[src/include/vpu_prod_settings.svh]
// ******************************
// vpu product unit settings
// thread count, widths and FIFO depth
// ******************************
`ifndef VPU_PROD_SETTINGS_SVH
`define VPU_PROD_SETTINGS_SVH

// hardware threads
`define VPU_NTHREADS 2
// two argument streams per thread, stream = thread * 2 + arg
`define VPU_NSTREAMS (2 * `VPU_NTHREADS)

// element and 64-bit word addresses
`define VPU_EADDR_W 38
`define VPU_WADDR_W 37
`define VPU_VLEN_W 20
`define VPU_DATA_W 32

// log2 of the depth of every internal FIFO
`define VPU_FIFO_DEPTH_POW2 2

`endif
[src/verilog/vpu_prod_pkg.sv]
// ******************************
// vpu product unit types
// ******************************
package vpu_prod_pkg;

// vector argument of a request or response
typedef enum logic [0:0]
{
	ARG_RS = 1'b0,
	ARG_RT = 1'b1
} arg_e;

// multiply-accumulate scheduler states
typedef enum logic [1:0]
{
	MAC_IDLE  = 2'd0,
	MAC_RUN   = 2'd1,
	MAC_WRITE = 2'd2
} mac_state_e;

endpackage

[src/verilog/vpu_prod_rs_dist.sv]
// ******************************
// splits LSU read words into operand elements
// ******************************
`timescale 1ns/1ps
`include "vpu_prod_settings.svh"

module vpu_prod_rs_dist
(
	input  logic                                   clk,
	input  logic                                   nrst,
	input  logic                                   i_lsu_rrs_vld,
	input  logic [$clog2(`VPU_NTHREADS)-1:0]       i_lsu_rrs_th,
	input  vpu_prod_pkg::arg_e                     i_lsu_rrs_arg,
	input  logic [2*`VPU_DATA_W-1:0]               i_lsu_rrs_data,
	input  logic [`VPU_NSTREAMS-1:0][1:0]          i_we_mask,
	input  logic [`VPU_NSTREAMS-1:0]               i_we_vld,
	input  logic [`VPU_NSTREAMS-1:0]               i_op_rdy,
	output logic                                   o_lsu_rrs_rd,
	output logic [`VPU_NSTREAMS-1:0]               o_we_rd,
	output logic [`VPU_NSTREAMS-1:0]               o_op_wr,
	output logic [`VPU_DATA_W-1:0]                 o_op_data,
	output logic                                   o_busy
);

localparam int NS = `VPU_NSTREAMS;
localparam int SW = $clog2(`VPU_NTHREADS) + 1;
localparam int DW = `VPU_DATA_W;

logic [SW-1:0] strm;
logic [1:0]    mask;
logic          wr_en;
logic          last;
// low half of a two-element word already written
logic          half_q;

assign strm = {i_lsu_rrs_th, i_lsu_rrs_arg == vpu_prod_pkg::ARG_RT};

// elements of the head word still to be written
assign mask = half_q ? 2'b10 : i_we_mask[strm];
assign last = !(mask[0] & mask[1]);
assign wr_en = i_lsu_rrs_vld & i_we_vld[strm] & i_op_rdy[strm];

assign o_op_data = mask[0] ? i_lsu_rrs_data[DW-1:0] : i_lsu_rrs_data[2*DW-1:DW];
assign o_op_wr = wr_en ? (NS'(1) << strm) : '0;

// word and its mask retire together after the last element
assign o_lsu_rrs_rd = wr_en & last;
assign o_we_rd = (wr_en & last) ? (NS'(1) << strm) : '0;
assign o_busy = half_q;

always_ff @(posedge clk or negedge nrst)
begin
	if (!nrst)
		half_q <= 1'b0;
	else if (wr_en)
		half_q <= !last;
end

// LSU may only answer requests that were issued, each leaves a mask behind
a_rsp_has_mask: assert property (@(posedge clk) disable iff (!nrst)
	i_lsu_rrs_vld |-> i_we_vld[strm])
	else $error("response for stream %0d without a pending request", strm);

endmodule

[config.mk]
export PLATFORM = sky130hd
export DESIGN_NAME = vpu_prod_rs_dist
export DESIGN_NICKNAME = d
export VERILOG_FILES = /design/src/verilog/vpu_prod_pkg.sv /design/src/verilog/vpu_prod_rs_dist.sv
export VERILOG_INCLUDE_DIRS = /design/src /design/src/include
export SDC_FILE = /design/constraint.sdc
export NUM_CORES = 1
export LEC_CHECK = 0
export BUFFER_PORTS_ARGS = -buffer_cell sky130_fd_sc_hd__buf_4
export CAP_MARGIN = 20
export CELL_PAD_IN_SITES_DETAIL_PLACEMENT = 0
export CELL_PAD_IN_SITES_GLOBAL_PLACEMENT = 1
export CORE_ASPECT_RATIO = 0.8
export CORE_UTILIZATION = 17
export CTS_CLUSTER_DIAMETER = 150
export DETAILED_ROUTE_END_ITERATION = 7
export GPL_TIMING_DRIVEN = 0
export PLACE_DENSITY_LB_ADDON = 0.1
export SLEW_MARGIN = 20
export SYNTH_ARGS = -nofsm -noshare
export SYNTH_HDL_FRONTEND = slang
export SYNTH_SLANG_ARGS = --single-unit
[constraint.sdc]
create_clock -name clk -period 2.9 [get_ports clk]
set_clock_uncertainty 0.05 [all_clocks]
set_input_delay 0.58 -clock clk [delete_from_list [all_inputs] [get_ports clk]]
set_output_delay 0.58 -clock clk [all_outputs]
set_load 0.02 [all_outputs]
==> results by group <==
Status
  • Outcome: complete, no violations

Clock tree
  • Number of buffers inserted by hold repair at cts: 0
  • Clk slew on worst S/H paths: 0 ns
  • Post-CTS repair timing setup buffer count: 0
  • Cts repair resizes: 0
  • Clock insertion delay at the later pin of the skew report: 0 ns

Drt
  • Post-detailed-route wirelength per cell: 11.6 µm
  • Number of routed nets with antenna violations: 0
  • First-pass iteration count of the detailed router: 4
  • Ratio of routed vias to standard cells: 4.00
  • Detailed Route WL: 2870 µm
  • Number of design-rule violations left by the first detailed-router iteration: 12
  • Via count: 988
  • Number of DRC violations after detailed routing: 0

Setup path
  • Slowest library cell on the worst path: sky130_fd_sc_hd__mux4_2
  • Cell repeated most along the worst path: sky130_fd_sc_hd__buf_6
  • Worst path top cell family by delay: multiplexers
  • FF-to-FF Start: o_busy
  • Startpoint class of the critical path: input pin
  • Critical Path Sink Type: output pin
  • CP required: 2.27 ns
  • CP arrival: 2.05 ns
  • Biggest fanout along the worst timing path: 10
  • Setup slack of the worst register-to-register path: 1.66 ns
  • Crit path cell chain: buf_6 > mux4_2 > nand2b_1 > buf_6 > buf_12 > mux2_4 > buf_4
  • Cell count of the worst reg-to-reg path: 4
  • Crit-path max cell delay: 0.49 ns
  • Terminus of the critical flop-to-flop path: o_busy
  • CP Class: in -> out
  • Critical path buffer and inverter count: 4

Floorplanning
  • Starting density of the core: 17.9%
  • Vertical extent of the die: 61.9 µm
  • Core Footprint: 4260 µm²
  • Overall die width: 76.9 µm
  • Number of rows created at floorplan: 21
  • Number of top-level pins: 127
  • Die area: 4760 µm²

Yosys
  • Cell variety after synth: 17
  • Main synth FF type: sky130_fd_sc_hd__dfrtp_1
  • Fraction of the yosys area taken by sequential cells: 3.28%
  • #FFs+latches synth: 1
  • Syn nets: 151
  • Number of enable flip-flop cells after synthesis: 0
  • Cells after Synth: 66
  • Mapped cell area: 763 µm²
  • Synthesized area divided by synthesized cell count: 11.6 µm²
  • FFs w/ async S/R, synth: 100%
  • Yosys synthesis warning count: 0

GRT
  • Number of antenna violations at the first check in global routing: 0
  • Pin count of the biggest net entering global routing: 11
  • Number of global-route vias before repair: 831
  • Remaining Overflow, GRT: 0
  • GR Util All Layers: 9.49%
  • First-pass GRT wire length: 3770 µm

Placed design
  • Half-perimeter wire length after detailed placement: 2580 µm
  • Total of buffers placed on input and output ports: 124
  • Routability cong.: 0.692
  • Post-place instance area: 1770 µm²

Power
  • Leakage power: 0.984 nW
  • Power density relative to cell area: 315 nW/µm²
  • Peak supply drop: 0.000103 V

Final layout
  • Count of antenna diodes in the layout: 0
  • Most frequent standard cell in the layout excluding fill and tap cells: sky130_fd_sc_hd__buf_4
  • Fin nets: 277
  • Final core area utilization: 41.5%
  • Post-layout instance area: 1770 µm²
  • Flip-flop count of the largest register after layout: 1
  • Syn-to-layout area delta: 131%
  • Fraction of final layout cells sized beyond drive strength 1: 87.4%
  • Top library cells by usage in the layout, fill and taps aside: 124 x sky130_fd_sc_hd__buf_4, 30 x sky130_fd_sc_hd__mux2_4, 4 x sky130_fd_sc_hd__nand2_1, 4 x sky130_fd_sc_hd__nand3_1, 4 x sky130_fd_sc_hd__nor3_1

Timing
  • Max-slew headroom at the worst pin: 80.6%
  • Setup-violating endpoint count in the final report: 0
  • Min Clock Period, post-route: 2.68 ns
  • Sum of negative setup slack: 0 ns
  • Max-slew violations: 0
  • Transition time at the pin with the least slew margin: 0.291 ns
  • Final hold vios: 0
  • Max Clock Freq: 373 MHz
  • Crit share post-route: 92.4%
  • RSZ-0062 raised after global routing: no

Worst hold path
  • Class of the worst hold path: in -> async

Job
  • MaxCap Viol Count: 0
==> metal layers <==
| metal | wire length (µm) | GRT usage (%) | share of wire [%] | up-vias |
|---|---|---|---|---|
| met5 | 0 | 0 | 0 | - |
| met4 | 0 | 0 | 0 | 0 |
| met3 | 282 | 2.19 | 9.8 | 0 |
| met2 | 1510 | 18.9 | 53 | 60 |
| met1 | 1070 | 11.3 | 37 | 436 |
| li1 | - | - | - | 492 |
==> worst max-delay path by stage <==
stage	from	end	slack [ns]	cells past startpoint
global placement	i_lsu_rrs_arg	o_op_data[18]	0.22	7
CTS	i_lsu_rrs_arg	o_op_data[14]	0.20	7
detailed placement	i_lsu_rrs_arg	o_op_data[14]	0.20	7
finish	i_lsu_rrs_arg	o_op_data[14]	0.22	7
global route	i_lsu_rrs_arg	o_op_data[12]	0.14	7
floorplan	i_lsu_rrs_arg	o_we_rd[2]	0.30	6
==> layout make-up <==
type                    instances  area, µm²
repair buffers                124        931
plain buffers                   6       87.6
multi-input cells              58        647
fillers                       429       2490
well taps                      57       71.3
inverters                       1       3.75
flip-flops and latches          1       25.0
==> synthesized netlist by cell type, types with 2 or more instances <==
cell / n / area share [%]
sky130_fd_sc_hd__mux2_4: 30 / 59
sky130_fd_sc_hd__nand2_1: 4 / 2.0
sky130_fd_sc_hd__nand3_1: 4 / 2.6
sky130_fd_sc_hd__nor3_1: 4 / 2.6
sky130_fd_sc_hd__buf_12: 3 / 7.9
sky130_fd_sc_hd__mux2_2: 3 / 4.4
sky130_fd_sc_hd__nor2_1: 3 / 1.5
sky130_fd_sc_hd__buf_6: 2 / 3.0
sky130_fd_sc_hd__mux4_2: 2 / 5.9
sky130_fd_sc_hd__nand2b_1: 2 / 1.6
sky130_fd_sc_hd__nor2b_1: 2 / 1.6
sky130_fd_sc_hd__o211ai_1: 2 / 2.0
==> through the flow <==
stage	setup slack (ns)	std cells	total power [W]	hold slack, ns
6_report	0.221	247	0.000557	0.306
5_1_grt	0.139	247	0.000586	0.312
4_1_cts	0.196	247	0.000564	0.307
3_5_place_dp	0.199	247	0.000564	0.307
3_3_place_gp	0.220	247	0.000558	0.306
2_1_floorplan	0.299	66	0.000353	0.234
==> worst register-to-register path: cells and delay by family (launching register included) <==
| kind | cells | cell delay [ns] |
|---|---|---|
| multiplexers | 1 | 0.21 |
| flip-flops | 1 | 0.37 |
| AND/OR/NAND/NOR | 2 | 0.40 |
| buffers and inverters | 1 | 0.15 |
==> cell families after synthesis <==
family	synth area share, %
AOI/OAI and AO/OA	2.62
buffers and inverters	12.0
DFF	3.28
muxes	69.3
and+or+nand+nor	12.8
==> power breakdown <==
group / switching (W) / total, W / leakage (nW) / internal, W
clock: 0 / 0 / 0 / 0
combinational: 0.000219 / 0.000537 / 0.971 / 0.000318
sequential: 0.00000214 / 0.0000196 / 0.0131 / 0.0000175
total: 0.000221 / 0.000557 / 0.984 / 0.000336
Note: power is estimated with default switching activity, not from simulation.
