[src/include/vpu_prod_settings.svh]
// ******************************
// vpu product unit settings
// thread count, widths and FIFO depth
// ******************************
`ifndef VPU_PROD_SETTINGS_SVH
`define VPU_PROD_SETTINGS_SVH

// hardware threads
`define VPU_NTHREADS 2
// two argument streams per thread, stream = thread * 2 + arg
`define VPU_NSTREAMS (2 * `VPU_NTHREADS)

// element and 64-bit word addresses
`define VPU_EADDR_W 38
`define VPU_WADDR_W 37
`define VPU_VLEN_W 20
`define VPU_DATA_W 32

// log2 of the depth of every internal FIFO
`define VPU_FIFO_DEPTH_POW2 2

`endif
[src/verilog/vpu_prod_pkg.sv]
// ******************************
// vpu product unit types
// ******************************
package vpu_prod_pkg;

// vector argument of a request or response
typedef enum logic [0:0]
{
	ARG_RS = 1'b0,
	ARG_RT = 1'b1
} arg_e;

// multiply-accumulate scheduler states
typedef enum logic [1:0]
{
	MAC_IDLE  = 2'd0,
	MAC_RUN   = 2'd1,
	MAC_WRITE = 2'd2
} mac_state_e;

endpackage

[src/verilog/vpu_prod_agen.sv]
// ******************************
// vector address generator for one stream
// ******************************
`timescale 1ns/1ps
`include "vpu_prod_settings.svh"

module vpu_prod_agen #(
	parameter vpu_prod_pkg::arg_e ARG = vpu_prod_pkg::ARG_RS
)
(
	input  logic                   clk,
	input  logic                   nrst,
	input  logic                   i_latch,
	input  logic [`VPU_EADDR_W-1:0] i_vaddr,
	input  logic [`VPU_VLEN_W-1:0]  i_vlen,
	input  logic                   i_incr,
	output logic                   o_valid,
	output logic [`VPU_WADDR_W-1:0] o_addr,
	output logic [1:0]             o_we_mask
);

logic [`VPU_VLEN_W-1:0] rem;
// current word starts at an odd element
logic                   odd;
logic [`VPU_VLEN_W-1:0] used;

// low half only if the vector covers it, high half if an element remains
assign o_we_mask[0] = !odd;
assign o_we_mask[1] = odd | (rem >= `VPU_VLEN_W'(2));
assign used = o_we_mask[0] && o_we_mask[1] ? `VPU_VLEN_W'(2) : `VPU_VLEN_W'(1);

always_ff @(posedge clk or negedge nrst)
begin
	if (!nrst)
	begin
		o_valid <= 1'b0;
		odd <= 1'b0;
		rem <= '0;
	end
	else if (i_latch)
	begin
		o_valid <= (i_vlen != '0);
		odd <= i_vaddr[0];
		rem <= i_vlen;
	end
	else if (i_incr)
	begin
		odd <= 1'b0;
		rem <= rem - used;
		if (rem == used)
			o_valid <= 1'b0;
	end
end

always_ff @(posedge clk)
begin
	if (i_latch)
		o_addr <= i_vaddr[`VPU_EADDR_W-1:1];
	else if (i_incr)
		o_addr <= o_addr + 1'b1;
end

a_incr_valid: assert property (@(posedge clk) disable iff (!nrst) i_incr |-> o_valid)
	else $error("agen %s stepped while idle",
		(ARG == vpu_prod_pkg::ARG_RT) ? "rt" : "rs");

endmodule

[config.mk]
export PLATFORM = sky130hd
export DESIGN_NAME = vpu_prod_agen
export DESIGN_NICKNAME = d
export VERILOG_FILES = /design/src/verilog/vpu_prod_pkg.sv /design/src/verilog/vpu_prod_agen.sv
export VERILOG_INCLUDE_DIRS = /design/src /design/src/include
export SDC_FILE = /design/constraint.sdc
export NUM_CORES = 1
export LEC_CHECK = 0
export BUFFER_PORTS_ARGS = -buffer_cell sky130_fd_sc_hd__buf_4
export CORE_MARGIN = 2
export CORE_UTILIZATION = 40
export DETAILED_ROUTE_END_ITERATION = 10
export GPL_ROUTABILITY_DRIVEN = 0
export PLACE_DENSITY_LB_ADDON = 0.3
export REMOVE_ABC_BUFFERS = 1
export SETUP_SLACK_MARGIN = 0.15
export SLEW_MARGIN = 20
export SYNTH_ARGS = -nofsm -noshare
export SYNTH_HDL_FRONTEND = slang
export SYNTH_SLANG_ARGS = --single-unit
[constraint.sdc]
create_clock -name clk -period 5.35 [get_ports clk]
set_input_delay 0.8025 -clock clk [delete_from_list [all_inputs] [get_ports clk]]
set_output_delay 0.8025 -clock clk [all_outputs]
set_load 0.1 [all_outputs]
==> out/results.ini, run 1 <==
[run_status]
status=finished, final reports clean

[finish]
insertedDiodeCount=0
layout_common_cells=buf_4 (102), o21ai_0 (42), nand2_1 (38)
syn_to_final_growth_pct=28.4
layout.nets=551
drive_above_1_share_pct=26.3
final_common_cell=buf_4

[place]
pre_cts_slack_ns=0.860
io_buffers=101
dp_hpwl_um=6350

[sta]
setup_tns_ns=0
fin_ws_ns=0.880
grt_setup_unrepaired=no
tightestPinTransition_ns=0.947
finalSetupViolations=0
period_minus_slack_ns=4.47
skew_ns=0.0142
final_max_slew_viol_count=0
max_freq_mhz=224
period_share_pct=83.5
slew_headroom_pct=36.7
hold_violations=0

[logic_synthesis]
syn_area_sq_um=3620
synth_edf_count=37
ys.flop_type=edfxtp_1
async_flop_share_pct=37.3
avgSynthCellArea_sq_um=9.16
synth_warnings=0
yosysUniqueCellTypes=45
yosysSeqAreaShare_pct=45.9
ys_seq_elements=59
netlist_instances=395

[drt]
dr.pass1.iters=4
wl_um=9140
vias=3480
vias_per_cell=5.82
detail-route-antenna-nets=0
drc=0
wl_per_cell_um=15.3
dr.first_iter.drc_count=154

[die]
start_util_pct=41.3
dieArea_sq_um=9830
core-area_sq_um=8760
row_count=34
die_w_um=99.1
pin_count=102
die_h_um=99.1

[job]
cap_violations=0

[critical_path]
cp_max_fo=8
path_class=register to register
crit_required_ns=5.61
cp.arrival_ns=4.73
critPathCaptureType=register
start_kind=register

[power]
p_leak_nw=1.73
vdd_drop_max_uv=137
cellPowerDensity_nw_per_um2=323

[global_route]
first_global_vias=3227
grtUsageTotal_pct=18.9
grt_pass1_wl_um=15100
overflow=0
antenna_found_initial=0
grt_max_degree=66

[clocking]
postCtsSetupBuffers=0
path_clk_slew_ns=0.08
clock_latency_ns=0.35
cts_made_buffers=9
root_buffer=clkbuf_8
ctsHoldBuffers=0
h-tree-depth=3
clockBufferDepth=2
cts_sinks=59
postCtsResizedCells=0
tritoncts=done

[worst_hold_path]
hp-class=primary input to asynchronous set/reset pin

## kinds of logic after synthesis
group | count (synthesis) | share of synthesized area (%)
simple gates | 182 | 27.1
compound gates | 95 | 16.2
flops | 59 | 45.9
buf+inv | 34 | 3.94
xor+xnor | 19 | 4.60
fa+ha+maj | 4 | 1.59
mux | 2 | 0.588
## per-stage QoR
step	area, sq um	power, mW	instances	hold slack, ns	util [%]
6_report	4650	1.50	598	0.335	53.0
5_1_grt	4650	1.57	598	0.342	53.0
2_1_floorplan	3520	0.916	372	0.507	-
4_1_cts	4650	1.52	598	0.328	53.0
3_5_place_dp	4420	1.05	582	0.571	50.5
3_3_place_gp	4420	1.04	582	0.553	50.5
## area by class of cell
| type | instances | area (sq um) |
|---|---|---|
| sequential | 59 | 1660 |
| clock buffer | 9 | 124 |
| fill | 830 | 4120 |
| tap | 108 | 135 |
| clock inverter | 7 | 101 |
| multi-input combinational | 302 | 1820 |
| inverter | 11 | 41.3 |
| timing repair buffer | 102 | 766 |
## Yosys cell counts (all sizes together) (11+ instances only)
library cell / number / area (sq um)
a31oi: 27 / 169
clkbuf: 20 / 75.1
dfrtp: 22 / 551
edfxtp: 37 / 1110
inv: 11 / 41.3
nand2: 39 / 146
nand3: 15 / 75.1
nand4: 11 / 68.8
nor2: 37 / 139
nor4: 13 / 81.3
o21ai: 42 / 210
o31ai: 14 / 105
or3: 18 / 113
or4: 22 / 173
xnor2: 16 / 140
## path summary, 6_finish.rpt
check / start / cells after the start / slack [ns] / endpoint
max in group asynchronous: nrst / 1 / 4.78 / rem[1]$_DFFE_PN0P_
hold / removal: nrst / 1 / 0.34 / rem[13]$_DFFE_PN0P_
min in group clk: rem[19]$_DFFE_PN0P_ / 2 / 0.58 / rem[19]$_DFFE_PN0P_
setup / recovery: rem[4]$_DFFE_PN0P_ / 11 / 0.88 / rem[16]$_DFFE_PN0P_
setup reg to reg: rem[4]$_DFFE_PN0P_ / 11 / 0.88 / rem[16]$_DFFE_PN0P_
hold reg to reg: rem[19]$_DFFE_PN0P_ / 2 / 0.58 / rem[19]$_DFFE_PN0P_
## state kept, by name, indices dropped and copies added, names as in the netlist
| signal | flops |
|---|---|
| o_addr | 37 |
| o_valid | 1 |
| odd | 1 |
| rem | 20 |
## power by group
part           switching (mW)  internal (mW)  total, mW
clock                   0.200          0.265      0.465
combinational           0.315          0.124      0.439
sequential             0.0575          0.541      0.598
total                   0.572          0.930       1.50
## routing by layer
metal  global-route usage [%]  vias up  wire length (um)  part of all wire, %
met5                        0        -                 0                    0
met4                     7.90        0               210                  2.3
met3                     3.65       19               591                  6.5
met2                     30.3      110              4160                   46
met1                     25.2     1663              4170                   46
li1                         -     1688                 -                    -
## critical path, cell delays in order (launching register included)
cell     delay (ns)
dfrtp_1        0.42
or4_4          0.58
or4_1          0.54
or2_1          0.25
o21ai_0        0.39
ha_1           0.25
inv_1          0.06
fa_1           0.40
or3b_2         0.52
or3_1          0.41
or4_1          0.41
a31oi_1        0.17
No activity file was read; power rests on OpenSTA's default activity.
==> run 2: changes to the inputs <==
- clock period: 5.35 -> 4.2 ns (I/O delays scaled with it)
==> run 2 against run 1 <==
Largest cell class unchanged. Non-clock buffer count up 6. Critical path type unchanged. Sequential cell count unchanged. Routed wire length up 5.2%. Setup slack lost 0.64 ns. Cell count is 1.0% higher. Largest power group unchanged.
==> out/results.ini, run 2 (synthesis results as in run 1) <==
[place]
io_buffers=101
placed_cells=585
placed_area_sq_um=4440
dp_hpwl_um=6590

[critical_path]
cp_num_cells=11
crit_buf_inv=1
slowest_delay_ns=0.53
worstRegToRegCells=11
cp_cell_sequence=or4_4 -> or4_4 -> or2_1 -> o21ai_2 -> ha_2 -> inv_1 -> fa_2 -> or3b_2 -> or3_4 -> or4_1 -> a31oi_1
start_kind=register
cp.arrival_ns=4.22
reg2reg_from=rem[4]$_DFFE_PN0P_
path_class=register to register
cpLargestDelayFamily=simple AND/OR/NAND/NOR gates
r2r_slack_ns=0.24
crit_top_cell=or4_4
critPathCaptureType=register
startpoint=rem[4]$_DFFE_PN0P_
crit_required_ns=4.46
slowest_stage=or4_4
cp_max_fo=5
crit_path_end=rem[16]$_DFFE_PN0P_
r2r_end=rem[16]$_DFFE_PN0P_

[sta]
tightestPinTransition_ns=0.925
max_freq_mhz=253
finalSetupViolations=0
period_minus_slack_ns=3.96
period_share_pct=94.2
final_max_slew_viol_count=0
skew_ns=0.0136
hold_violations=0
setup_tns_ns=0
grt_setup_unrepaired=no
slew_headroom_pct=38.1

[clocking]
tritoncts=done
h-tree-depth=3
cts_sinks=59
ctsHoldBuffers=0
cts_made_buffers=9
root_buffer=clkbuf_8
path_clk_slew_ns=0.08
clockBufferDepth=2
clock_latency_ns=0.34

[power]
cellPowerDensity_nw_per_um2=409
p_leak_nw=1.76
total_power_mw=1.92
vdd_drop_max_uv=205

[global_route]
met3_usage_pct=3.44
use_met1_pct=26.2
grt_max_degree=66
busiest_layer=met2
grtUsageMet2_pct=31.4
antenna_found_initial=0
overflow=0
grt_pass1_wl_um=15400
first_global_vias=3182
grtUsageTotal_pct=19.2

[finish]
fin_area_sq_um=4700
regMostFlops=o_addr
insertedDiodeCount=0
stdcell_count=604
largest_reg_flops=37
n_fill_cell=820
final_common_cell=buf_4
utilization_pct=53.6
syn_to_final_growth_pct=29.9
reg.largest.list=o_addr x37, rem x20
layout.nets=557
drive_above_1_share_pct=28.2
layout_common_cells=buf_4 (108), o21ai_0 (41), nand2_1 (38)

[drt]
dr.first_iter.drc_count=136
dr.pass1.iters=5
detail-route-antenna-nets=0
vias=3495
vias_per_cell=5.79
wl_um=9610
wl_per_cell_um=15.9
drc=0

[die]
row_count=34
dieArea_sq_um=9830
core-area_sq_um=8760
pin_count=102
die_w_um=99.1
die_h_um=99.1
start_util_pct=41.3

[run_status]
status=finished, final reports clean

[worst_hold_path]
hp-class=primary input to asynchronous set/reset pin

[job]
cap_violations=0

run 2: routing by layer:
metal | up-vias | wire (um)
met5 | - | 0
met4 | 0 | 74
met3 | 9 | 542
met2 | 115 | 4570
met1 | 1671 | 4430
li1 | 1700 | -
run 2: how the worst min path moves through the flow:
stage,from,end,slack [ns]
2_1_floorplan,nrst,o_valid$_DFFE_PN0P_,0.33
3_3_place_gp,nrst,rem[7]$_DFFE_PN0P_,0.54
3_5_place_dp,nrst,rem[4]$_DFFE_PN0P_,0.54
4_1_cts,nrst,odd$_DFFE_PN0P_,0.16
5_1_grt,nrst,rem[12]$_DFFE_PN0P_,0.17
6_report,nrst,rem[12]$_DFFE_PN0P_,0.17
run 2: cell type report:
class | instances | area, sq um | area share, %
Tap cell | 108 | 135 | 2.87
Inverter | 11 | 41.3 | 0.878
Sequential cell | 59 | 1660 | 35.3
Multi-Input combinational cell | 302 | 1840 | 39.0
Clock buffer | 9 | 124 | 2.64
Clock inverter | 7 | 92.6 | 1.97
Timing Repair Buffer | 108 | 811 | 17.2
run 2: power by group:
part	switching (mW)	leakage [nW]	internal, mW
sequential	0.0761	0.628	0.689
combinational	0.406	1.03	0.165
clock	0.257	0.101	0.332
total	0.739	1.76	1.19
run 2: per-stage QoR:
stage	hold WS [ns]	worst slack, ns
after detailed placement	0.540	0.0560
after global routing	0.172	0.134
after CTS	0.159	0.167
after global placement	0.538	0.176
final	0.170	0.243
after floorplan	0.334	0.0124
run 2: repair_timing:
action                                  CTS  global route
pin swaps                                 0             3
endpoints found under the setup margin    2             4
buffers inserted                          0             3
gates resized for setup                   2             4
