==> src/include/vpu_prod_settings.svh <==
// ******************************
// vpu product unit settings
// thread count, widths and FIFO depth
// ******************************
`ifndef VPU_PROD_SETTINGS_SVH
`define VPU_PROD_SETTINGS_SVH

// hardware threads
`define VPU_NTHREADS 2
// two argument streams per thread, stream = thread * 2 + arg
`define VPU_NSTREAMS (2 * `VPU_NTHREADS)

// element and 64-bit word addresses
`define VPU_EADDR_W 38
`define VPU_WADDR_W 37
`define VPU_VLEN_W 20
`define VPU_DATA_W 32

// log2 of the depth of every internal FIFO
`define VPU_FIFO_DEPTH_POW2 2

`endif
==> src/verilog/vpu_prod_fifo.sv <==
// ******************************
// synchronous FIFO, first word visible on o_data
// ******************************
`timescale 1ns/1ps
`include "vpu_prod_settings.svh"

module vpu_prod_fifo #(
	parameter int DATA_W = `VPU_DATA_W,
	parameter int DEPTH_POW2 = `VPU_FIFO_DEPTH_POW2
)
(
	input  logic              clk,
	input  logic              nrst,
	input  logic              i_wr,
	input  logic [DATA_W-1:0] i_data,
	output logic              o_rdy,
	input  logic              i_rd,
	output logic [DATA_W-1:0] o_data,
	output logic              o_vld
);

localparam int DEPTH = 1 << DEPTH_POW2;

logic [DATA_W-1:0]   mem [DEPTH];
logic [DEPTH_POW2-1:0] wr_ptr;
logic [DEPTH_POW2-1:0] rd_ptr;
logic [DEPTH_POW2:0]   count;
logic                  push;
logic                  pop;

assign push = i_wr & o_rdy;
assign pop = i_rd & o_vld;
assign o_rdy = (count != (DEPTH_POW2+1)'(DEPTH));
assign o_vld = (count != '0);
assign o_data = mem[rd_ptr];

always_ff @(posedge clk or negedge nrst)
begin
	if (!nrst)
	begin
		wr_ptr <= '0;
		rd_ptr <= '0;
		count <= '0;
	end
	else
	begin
		if (push)
			wr_ptr <= wr_ptr + 1'b1;
		if (pop)
			rd_ptr <= rd_ptr + 1'b1;
		// simultaneous push and pop keeps the count
		if (push && !pop)
			count <= count + 1'b1;
		else if (pop && !push)
			count <= count - 1'b1;
	end
end

always_ff @(posedge clk)
begin
	if (push)
		mem[wr_ptr] <= i_data;
end

a_no_overflow: assert property (@(posedge clk) disable iff (!nrst) i_wr |-> o_rdy)
	else $error("fifo written while full");
a_no_underflow: assert property (@(posedge clk) disable iff (!nrst) i_rd |-> o_vld)
	else $error("fifo read while empty");

endmodule

==> config.mk <==
export PLATFORM = sky130hd
export DESIGN_NAME = vpu_prod_fifo
export DESIGN_NICKNAME = d
export VERILOG_FILES = /design/src/verilog/vpu_prod_fifo.sv
export VERILOG_INCLUDE_DIRS = /design/src /design/src/include
export SDC_FILE = /design/constraint.sdc
export NUM_CORES = 1
export LEC_CHECK = 0
export ABC_AREA = 1
export BUFFER_PORTS_ARGS = -buffer_cell sky130_fd_sc_hd__buf_2
export CAP_MARGIN = 15
export CORE_UTILIZATION = 50
export CTS_CLUSTER_SIZE = 25
export DETAILED_ROUTE_END_ITERATION = 10
export PLACE_DENSITY = 0.7
export SETUP_SLACK_MARGIN = 0.15
export SYNTH_ARGS = -nofsm -noshare
export SYNTH_HDL_FRONTEND = slang
export SYNTH_SLANG_ARGS = --single-unit
export TNS_END_PERCENT = 50
==> constraint.sdc <==
create_clock -name clk -period 2.95 [get_ports clk]
set_input_delay 0.295 -clock clk [delete_from_list [all_inputs] [get_ports clk]]
set_output_delay 0.295 -clock clk [all_outputs]
set_load 0.005 [all_outputs]
==> metrics.yaml, run 1 <==
yosys:
  yosys_warnings: 0
  synthAdderAreaFrac_pct: 1.48
  synth-async-reset-ratio_pct: 5.19
  muxShareOfSynthArea_pct: 0
  synth-edff-count: 128
  synth_commonest_cells: "edfxtp_1, nand2_1, inv_1"
  ys_seq_area_share_pct: 72.2
  synth-seq-cells: 135
  synthesis.nets: 475
  synth_area_leaders: "edfxtp_1, o211ai_1, nand2_1, inv_1, dfrtp_1"
  synth_compound_area_share_pct: 8.72
  ys.flop_type: "edfxtp_1"
  synth_most_common_cell: "edfxtp_1"
  yosysUniqueCellTypes: 17
  syn_inst: 433
  synth_top_family_by_area: "buffers and inverters"
  synth_area_per_cell_um2: 12.9
  syn_area_mm2: 0.00557
  synth-xor-area-share_pct: 0.157
  synthSimpleGateAreaFrac_pct: 8.63
  synth_top_area_share_pct: 69.1
  synth_area_leader_cell: "edfxtp_1"
pwr:
  intPower_mw: 4.52
  p_leak_nw: 2.88
  swShare_pct: 32.9
  peakVddDrop_mv: 0.583
  p_seq_share_pct: 39.2
  clockPowerShare_pct: 30.1
  power_switching_mw: 2.22
  powerDensity_mw_per_mm2: 971
  p_total_mw: 6.74
  combPwrFrac_pct: 30.8
global_route:
  grt_pass1_vias: 3404
  grt_pass1_wl_um: 16300
  grt_overflow: 0
  grt_max_degree: 58
  gr-usage-all-layers_pct: 19.1
  antenna_found_initial: 0
critical_path:
  crit_chain: "clkinv_2 > buf_12 > o211ai_1 > nand2_1 > buf_2"
  slowest_stage: "clkinv_2"
  worstSetupStartpointType: "flip-flop"
  cp.arrival_ns: 2.29
  required_ns: 2.65
  critical_path.max_stage_delay_ns: 0.52
  endpoint_kind: "primary output"
  critical_path_class: "flip-flop to primary output"
  crit_fanout: 57
placed_design:
  dpl_cell_area_mm2: 0.00602
  post-place-ws_ns: 0.816
  io_buffers: 69
  hpwlAfterDp_um: 6300
  place.gp.congestion: 0.740
sta:
  fin_crit_sh_pct: 87.6
  hold_viol: 0
  fin_skew_ns: 0.0112
  rsz0062_at_grt: "no"
  finalSetupViolCount: 0
  layout_setup_ws_ns: 0.367
  slew_violations: 0
  tightest_slew_ns: 0.643
  fmax_mhz: 387
  period_needed_ns: 2.58
  slew_headroom_pct: 57.1
  finalSetupTns_ns: 0
die:
  die_x_um: 108
  pin_count: 70
  initial_core_util_pct: 51.3
  die-area_mm2: 0.0116
  core-area_mm2: 0.0108
  die-height_um: 108
  num_rows: 38
route:
  dr.pass1.iters: 6
  via_per_inst: 4.96
  num_vias: 3458
  drtIter0Drc: 243
  wl_um: 10100
  ant_nets: 0
  wl_per_cell_um: 14.5
  route.detailed.drc: 0
status:
  status: "finished, final reports clean"
clocking:
  path_clk_slew_ns: 0.06
  cts-resized-gates: 0
  cts.sinks: 135
  h-tree-depth: 4
  clk_latency_ns: 0.52
  cts_buffers: 17
  cts_tree: "built"
  cts_max_path_buffers: 2
  cts.root.buffer_cell: "clkbuf_8"
cells_and_area:
  fin_util_pct: 64.0
  nFillCells: 820
  design_area_mm2: 0.00693
  multiInputGateArea_mm2: 0.00109
  drive_gt1_share_pct: 21.0
  nets: 586
  n_antenna_cell: 0
  synthToLayoutAreaGrowth_pct: 24.6
  regArea_mm2: 0.00402
worst_hold_path:
  hp-class: "input port to flip-flop"
flow_run:
  max_cap_violations: 0
[critical path: cells and delay by family (launching register included)]
family / cells / cell delay, ns
AND/OR/NAND/NOR: 1 / 0.07
flip-flops: 1 / 0.38
buffers and inverters: 3 / 1.06
AO/OA/AOI/OAI: 1 / 0.24
[kinds of logic after synthesis]
family,count (synthesis)
buffers and inverters,101
flip-flops,135
adder cells (fa/ha/maj),6
AO/OA/AOI/OAI,65
XOR/XNOR,1
AND/OR/NAND/NOR,125
[worst paths after layout]
kind | from | end | slack (ns) | cells after the start
max in group asynchronous | nrst | rd_ptr[1] | 2.67 | 2
min in group asynchronous | nrst | wr_ptr[1] | 0.12 | 2
hold reg to reg | count[2] | count[2] | 0.50 | 2
setup / recovery | rd_ptr[0] | o_data[19] | 0.37 | 5
hold / removal | i_wr | wr_ptr[1] | 0.04 | 3
setup reg to reg | count[0] | count[1] | 0.80 | 9
[cells in the final DEF (no fill, tap or decap), drive strengths merged]
master and n:
o211ai 64, inv 84, clkinvlp 3, o21ai 1, clkbuf 17, dfrtp 7, nand3 7, buf 80
fa 1, nor2 4, bufinv 2, nand4 1, dlygate4sd3 33, edfxtp 128, nand2 113, ha 5
xnor2 1, clkinv 6
[cell type report]
cell class,count,share of cell area (%)
Clock inverter,15,2.40
Inverter,80,4.35
Sequential cell,135,58.0
Timing Repair Buffer,113,11.1
Clock buffer,17,5.97
Tap cell,140,2.53
Multi-Input combinational cell,197,15.7
[per-layer routing]
metal,track usage (%),wire length [um],vias to the layer above
li1,-,-,1718
met1,24.0,4570,1652
met2,32.0,5010,76
met3,4.48,367,12
met4,7.34,127,0
met5,0,0,-
[timing repair]
| action | in CTS | in global routing |
|---|---|---|
| hold buffers | 33 | 0 |
| endpoints found under the setup margin | 0 | 0 |
| hold endpoints to repair | 135 | 0 |
| buffers inserted | 0 | 0 |
[state kept, by name (all words and copies together) (netlist names)]
signal / flops
count: 3
mem: 128
rd_ptr: 2
wr_ptr: 2
[metrics by stage]
| stage | hold WS (ns) | cells |
|---|---|---|
| detailed placement | 0.139 | 632 |
| CTS | 0.0251 | 697 |
| finish | 0.0407 | 697 |
| global placement | 0.134 | 632 |
| floorplan | -0.000591 | 433 |
| global route | 0.0536 | 697 |
[power by group through the flow]
stage,Clock [mW],Sequential (mW),Combinational (mW)
after floorplan,0,2.67,1.44
after CTS,2.06,2.64,2.11
after global placement,0,2.66,2.00
final,2.03,2.64,2.07
after global routing,2.13,2.68,2.34
after detailed placement,0,2.68,2.07
(Power assumes the default switching activity.)
==> inputs of run 2 (changes only) <==
ABC_AREA = 0   (was 1)
PLACE_DENSITY = 0.74   (was 0.7)
clock period = 2.3 ns   (was 2.95 ns; I/O delays follow)
==> metrics.yaml, run 2 <==
yosys:
  synth-edff-count: 128  # unchanged
  synth_area_leader_cell: "edfxtp_1"
  synth_area_per_cell_um2: 25.0  # +95%
  synth_top_area_share_pct: 75.7  # +6.7 points
  synth-async-reset-ratio_pct: 5.19  # unchanged
  ys_seq_area_share_pct: 79.2  # +7.0 points
  synth_area_leaders: "edfxtp_1, mux4_2, dfrtp_1, mux4_1, ha_1"
  yosys_warnings: 0  # unchanged
  synth_commonest_cells: "edfxtp_1, mux4_2, dfrtp_1"
  synth_most_common_cell: "edfxtp_1"
  ys.flop_type: "edfxtp_1"
  syn_area_mm2: 0.00508  # -8.8%
  synthesis.nets: 245  # -48%
  synth-seq-cells: 135  # unchanged
  syn_inst: 203  # -53%
  yosysUniqueCellTypes: 20  # +3
cells_and_area:
  top_register: "mem"
  multiInputGateArea_um2: 988  # -9.1%
  regArea_mm2: 0.00402  # about the same
  largest_reg_flops: 128  # unchanged
  most-common-layout-cells: "edfxtp_1, buf_2, dlygate4sd3_1"
  drive_gt1_share_pct: 43.6  # +23 points
  nFillCells: 651  # -21%
  final_cells: 475  # -32%
  final_common_cell: "edfxtp_1"
  largest_registers: "mem x128, count x3"
  synthToLayoutAreaGrowth_pct: 31.4
  n_antenna_cell: 0  # unchanged
  nets: 371  # -37%
sta:
  period_needed_ns: 2.09
  finalSetupViolCount: 0  # unchanged
  fin_crit_sh_pct: 90.9
  fin_skew_ns: 0.00813  # -0.00309 ns
  slew_violations: 0  # unchanged
  tightest_slew_ns: 0.372  # -0.271 ns
  fmax_mhz: 478
  layout_setup_ws_ns: 0.210  # -0.157 ns
  finalSetupTns_ns: 0  # unchanged
  hold_viol: 0  # unchanged
  rsz0062_at_grt: "yes"
  slew_headroom_pct: 75.2  # +18 points
route:
  dr.pass1.iters: 4  # -2
  wl_um: 8820  # -12%
  num_vias: 2408  # -30%
  via_per_inst: 5.07  # +2.2%
  drtIter0Drc: 82  # -66%
  route.detailed.drc: 0  # unchanged
  wl_per_cell_um: 18.6  # +28%
  ant_nets: 0  # unchanged
die:
  pin_count: 70  # unchanged
  initial_core_util_pct: 51.7  # +0.36 points
  die_x_um: 103  # -4.4%
  core-area_mm2: 0.00982  # -9.4%
  num_rows: 36  # -5.3%
  die-height_um: 103  # -4.4%
  die-area_mm2: 0.0106  # -8.6%
placed_design:
  place.gp.congestion: 0.684  # -7.6%
  hpwlAfterDp_um: 5120  # -19%
  io_buffers: 69  # unchanged
  post-place-cells: 408  # -35%
  post-place-ws_ns: 0.214  # -0.602 ns
clocking:
  path_clk_slew_ns: 0.06  # about the same
  cts_tree: "built"
  cts.root.buffer_cell: "clkbuf_8"
  cts.sinks: 135  # unchanged
  clk_latency_ns: 0.51  # about the same
  cts_max_path_buffers: 2  # unchanged
  h-tree-depth: 4  # unchanged
  cts_buffers: 17  # unchanged
critical_path:
  r2r_start: "count[0]"
  worstSetupStartpointType: "flip-flop"
  crit_fanout: 4  # -93%
  crit_start: "count[0]"
  cp.arrival_ns: 2.52  # +0.23 ns
  r2r-end: "count[2]"
  critical_path_class: "flip-flop to flip-flop"
  endpoint_kind: "flip-flop"
  required_ns: 2.73  # +0.08 ns
  r2r_slack_ns: 0.21  # -0.59 ns
  r2r_cells: 8  # -1
  endpoint: "count[2]"
global_route:
  gr-usage-all-layers_pct: 18.1  # -0.95 points
  grt_pass1_vias: 2498  # -27%
  antenna_found_initial: 0  # unchanged
  grt_overflow: 0  # unchanged
  grt_pass1_wl_um: 13100  # -19%
  grt_max_degree: 28  # -52%
pwr:
  peakVddDrop_mv: 0.799  # +37%
  p_total_mw: 8.56  # +27%
  powerDensity_mw_per_mm2: 1280  # +32%
  p_leak_nw: 2.39  # -17%
status:
  status: "finished, final reports clean"
worst_hold_path:
  hp-class: "input port to async pin"
flow_run:
  max_cap_violations: 0  # unchanged
[run 2: worst min path at each step]
| stage | start | to | slack, ns | depth (start not counted) |
|---|---|---|---|---|
| floorplan | nrst | count[0] | -0.07 | 0 |
| global placement | nrst | count[2] | 0.07 | 1 |
| detailed placement | nrst | count[2] | 0.07 | 1 |
| CTS | nrst | rd_ptr[1] | 0.05 | 2 |
| global route | nrst | wr_ptr[0] | 0.08 | 2 |
| finish | nrst | wr_ptr[0] | 0.08 | 2 |
[run 2: logic make-up (layout without fill, tap and decap cells)]
logic type	after synthesis	after routing	share of synthesized area, %
buffers and inverters	11	150	2.00
AND/OR/NAND/NOR	10	10	1.01
AO/OA/AOI/OAI	1	1	0.222
flip-flops	135	135	79.2
adder cells (fa/ha/maj)	6	6	1.63
multiplexers	34	34	14.9
XOR/XNOR	6	6	1.04
[run 2: report_power, final]
group          total, mW  internal, mW  switching, mW
Clock               2.80          1.85          0.949
Combinational       2.31          1.25           1.06
Sequential          3.45          3.26          0.184
Total               8.56          6.37           2.19
[run 2: what timing repair did]
item | CTS | global route
pin swaps | 0 | 3
hold buffers | 34 | 0
endpoints found under the hold margin | 137 | 0
setup buffers | 0 | 1
setup endpoints to repair | 21 | 11
resized for setup | 3 | 8
[run 2: per-layer routing]
metal  GRT usage, %  part of all wire, %
met1           22.5                   42
met4           7.69                  1.5
met5              0                    0
met2           29.8                   52
met3           5.56                  4.4
[run 2: cell type report]
| class | instances | share of cell area [%] |
|---|---|---|
| Sequential cell | 135 | 60.3 |
| Inverter | 3 | 0.169 |
| Timing Repair Buffer | 115 | 12.9 |
| Tap cell | 133 | 2.49 |
| Clock buffer | 17 | 6.21 |
| Multi-Input combinational cell | 57 | 14.8 |
| Clock inverter | 15 | 3.11 |
[run 2: metrics by stage]
stage          cell area (um^2)  utilization (%)  hold slack, ns
3_5_place_dp               5650             57.5          0.0749
2_1_floorplan              5080                -         -0.0656
3_3_place_gp               5650             57.5          0.0730
4_1_cts                    6620             67.4          0.0546
5_1_grt                    6670             67.9          0.0847
6_report                   6670             67.9          0.0770
[run 2: critical path: stages (launching register included)]
cell and delay, ns:
dfrtp_1 0.42, or3_4 0.42, nand2_2 0.11, ha_4 0.14, inv_1 0.05, fa_1 0.37
xor2_1 0.17, nor2_1 0.17, xor2_1 0.17
==> inputs of run 3 (changes only) <==
ABC_AREA = 1   (was 0)
PLACE_DENSITY = 0.73   (was 0.74)
==> metrics.yaml, run 3 (synthesis gave the netlist of run 1 again) <==
status:
  status: "finished, final reports clean"
cells_and_area:
  nFillCells: 789  # +21%
  largest_registers: "mem x128, count x3"
  fin_util_pct: 64.8  # -3.1 points
  synthToLayoutAreaGrowth_pct: 26.3
  final_cells: 703  # +48%
  final_common_cell: "edfxtp_1"
  nets: 592  # +60%
  n_antenna_cell: 0  # unchanged
  design_area_mm2: 0.00703  # +5.3%
  largest_reg_flops: 128  # unchanged
  top_register: "mem"
  drive_gt1_share_pct: 21.1  # -22 points
  most-common-layout-cells: "edfxtp_1, nand2_1, inv_1"
clocking:
  h-tree-depth: 4  # unchanged
  cts.root.buffer_cell: "clkbuf_8"
  clk_latency_ns: 0.52  # about the same
  path_clk_slew_ns: 0.06  # about the same
  cts.sinks: 135  # unchanged
  cts_max_path_buffers: 2  # unchanged
  cts_setup_buffers: 0  # unchanged
  cts_tree: "built"
  cts_buffers: 17  # unchanged
critical_path:
  crit_start: "rd_ptr[0]"
  required_ns: 2.07  # -0.66 ns
  worstSetupStartpointType: "flip-flop"
  r2r-end: "count[2]"
  critical_path_class: "flip-flop to primary output"
  r2r_cells: 10  # +2
  r2r_slack_ns: 0.42  # +0.21 ns
  r2r_start: "count[0]"
  endpoint_kind: "primary output"
  crit_fanout: 64  # +60
  endpoint: "o_data[27]"
  cp.arrival_ns: 1.82  # -0.70 ns
sta:
  slew_headroom_pct: 75.5  # +0.30 points
  fin_skew_ns: 0.00582  # -0.00230 ns
  hold_viol: 0  # unchanged
  finalSetupViolCount: 0  # unchanged
  fin_hold_ws_ns: 0.0726  # -0.00440 ns
  rsz0062_at_grt: "no"
  period_needed_ns: 2.05  # -0.0419 ns
  fmax_mhz: 488  # +2.0%
  layout_setup_ws_ns: 0.252  # +0.0419 ns
  tightest_slew_ns: 0.367  # -0.00449 ns
  fin_crit_sh_pct: 89.0  # -1.8 points
  slew_violations: 0  # unchanged
  finalSetupTns_ns: 0  # unchanged
route:
  dr.pass1.iters: 4  # unchanged
  route.detailed.drc: 0  # unchanged
  wl_um: 10600  # +21%
  ant_nets: 0  # unchanged
  wl_per_cell_um: 15.1  # -19%
  num_vias: 3534  # +47%
  via_per_inst: 5.03  # -0.84%
  drtIter0Drc: 266  # +220%
global_route:
  antenna_found_initial: 0  # unchanged
  grt_overflow: 0  # unchanged
  gr-usage-all-layers_pct: 19.1  # +0.98 points
  grt_pass1_wl_um: 16100  # +23%
  grt_max_degree: 129  # +360%
  grt_pass1_vias: 3354  # +34%
die:
  initial_core_util_pct: 51.3  # -0.36 points
  pin_count: 70  # unchanged
  die_x_um: 108  # +4.6%
  core-area_mm2: 0.0108  # +10%
  die-height_um: 108  # +4.6%
  num_rows: 38  # +5.6%
  die-area_mm2: 0.0116  # +9.4%
worst_hold_path:
  hp-class: "input port to async pin"
pwr:
  peakVddDrop_mv: 0.883  # +10%
  p_leak_nw: 2.94  # +23%
  p_total_mw: 8.92  # +4.2%
  powerDensity_mw_per_mm2: 1270  # -1.0%
placed_design:
  io_buffers: 69  # unchanged
  dpl_cell_area_mm2: 0.00605  # +7.0%
  hpwlAfterDp_um: 6130  # +20%
  place.gp.congestion: 0.711  # +4.0%
  post-place-cells: 635  # +56%
  post-place-ws_ns: 0.403  # +0.189 ns
flow_run:
  max_cap_violations: 0  # unchanged
==> run 3: per-layer routing <==
layer  wire, um  vias to the layer above  GRT usage [%]
met1       4670                     1689           23.1
met3        606                       16           5.27
li1           -                     1726              -
met2       5210                      103           31.9
met5          0                        -              0
met4        156                        0           8.61
==> run 3: worst min path at each step <==
stage	endpoint	slack [ns]
finish	rd_ptr[0]	0.07
global route	rd_ptr[0]	0.08
CTS	rd_ptr[0]	0.06
detailed placement	count[2]	0.07
global placement	count[0]	0.07
floorplan	count[0]	-0.07
==> run 3: layout make-up <==
cell class                      count  area, um^2  share of cell area (%)
Timing Repair Buffer              119         846                    12.0
Sequential cell                   135        4020                    57.2
Multi-Input combinational cell    197        1090                    15.5
Inverter                           80         302                    4.29
Clock inverter                     15         185                    2.63
Tap cell                          140         175                    2.49
Clock buffer                       17         414                    5.89
==> run 3: what timing repair did <==
action	CTS	global route
endpoints found under the setup margin	1	30
pin swaps	0	0
hold endpoints to repair	138	0
gates resized for setup	1	0
gates cloned	0	1
hold buffers	35	0
==> run 3: critical path: stages, from the launching register on <==
cell       delay [ns]
dfrtp_1          0.38
clkinv_2         0.16
clkbuf_16        0.29
o211ai_1         0.22
nand2_1          0.10
buf_2            0.14
==> run 3: where the power goes <==
group,internal [mW],switching (mW)
registers,3.24,0.154
logic,1.07,1.76
clock network,1.74,0.948
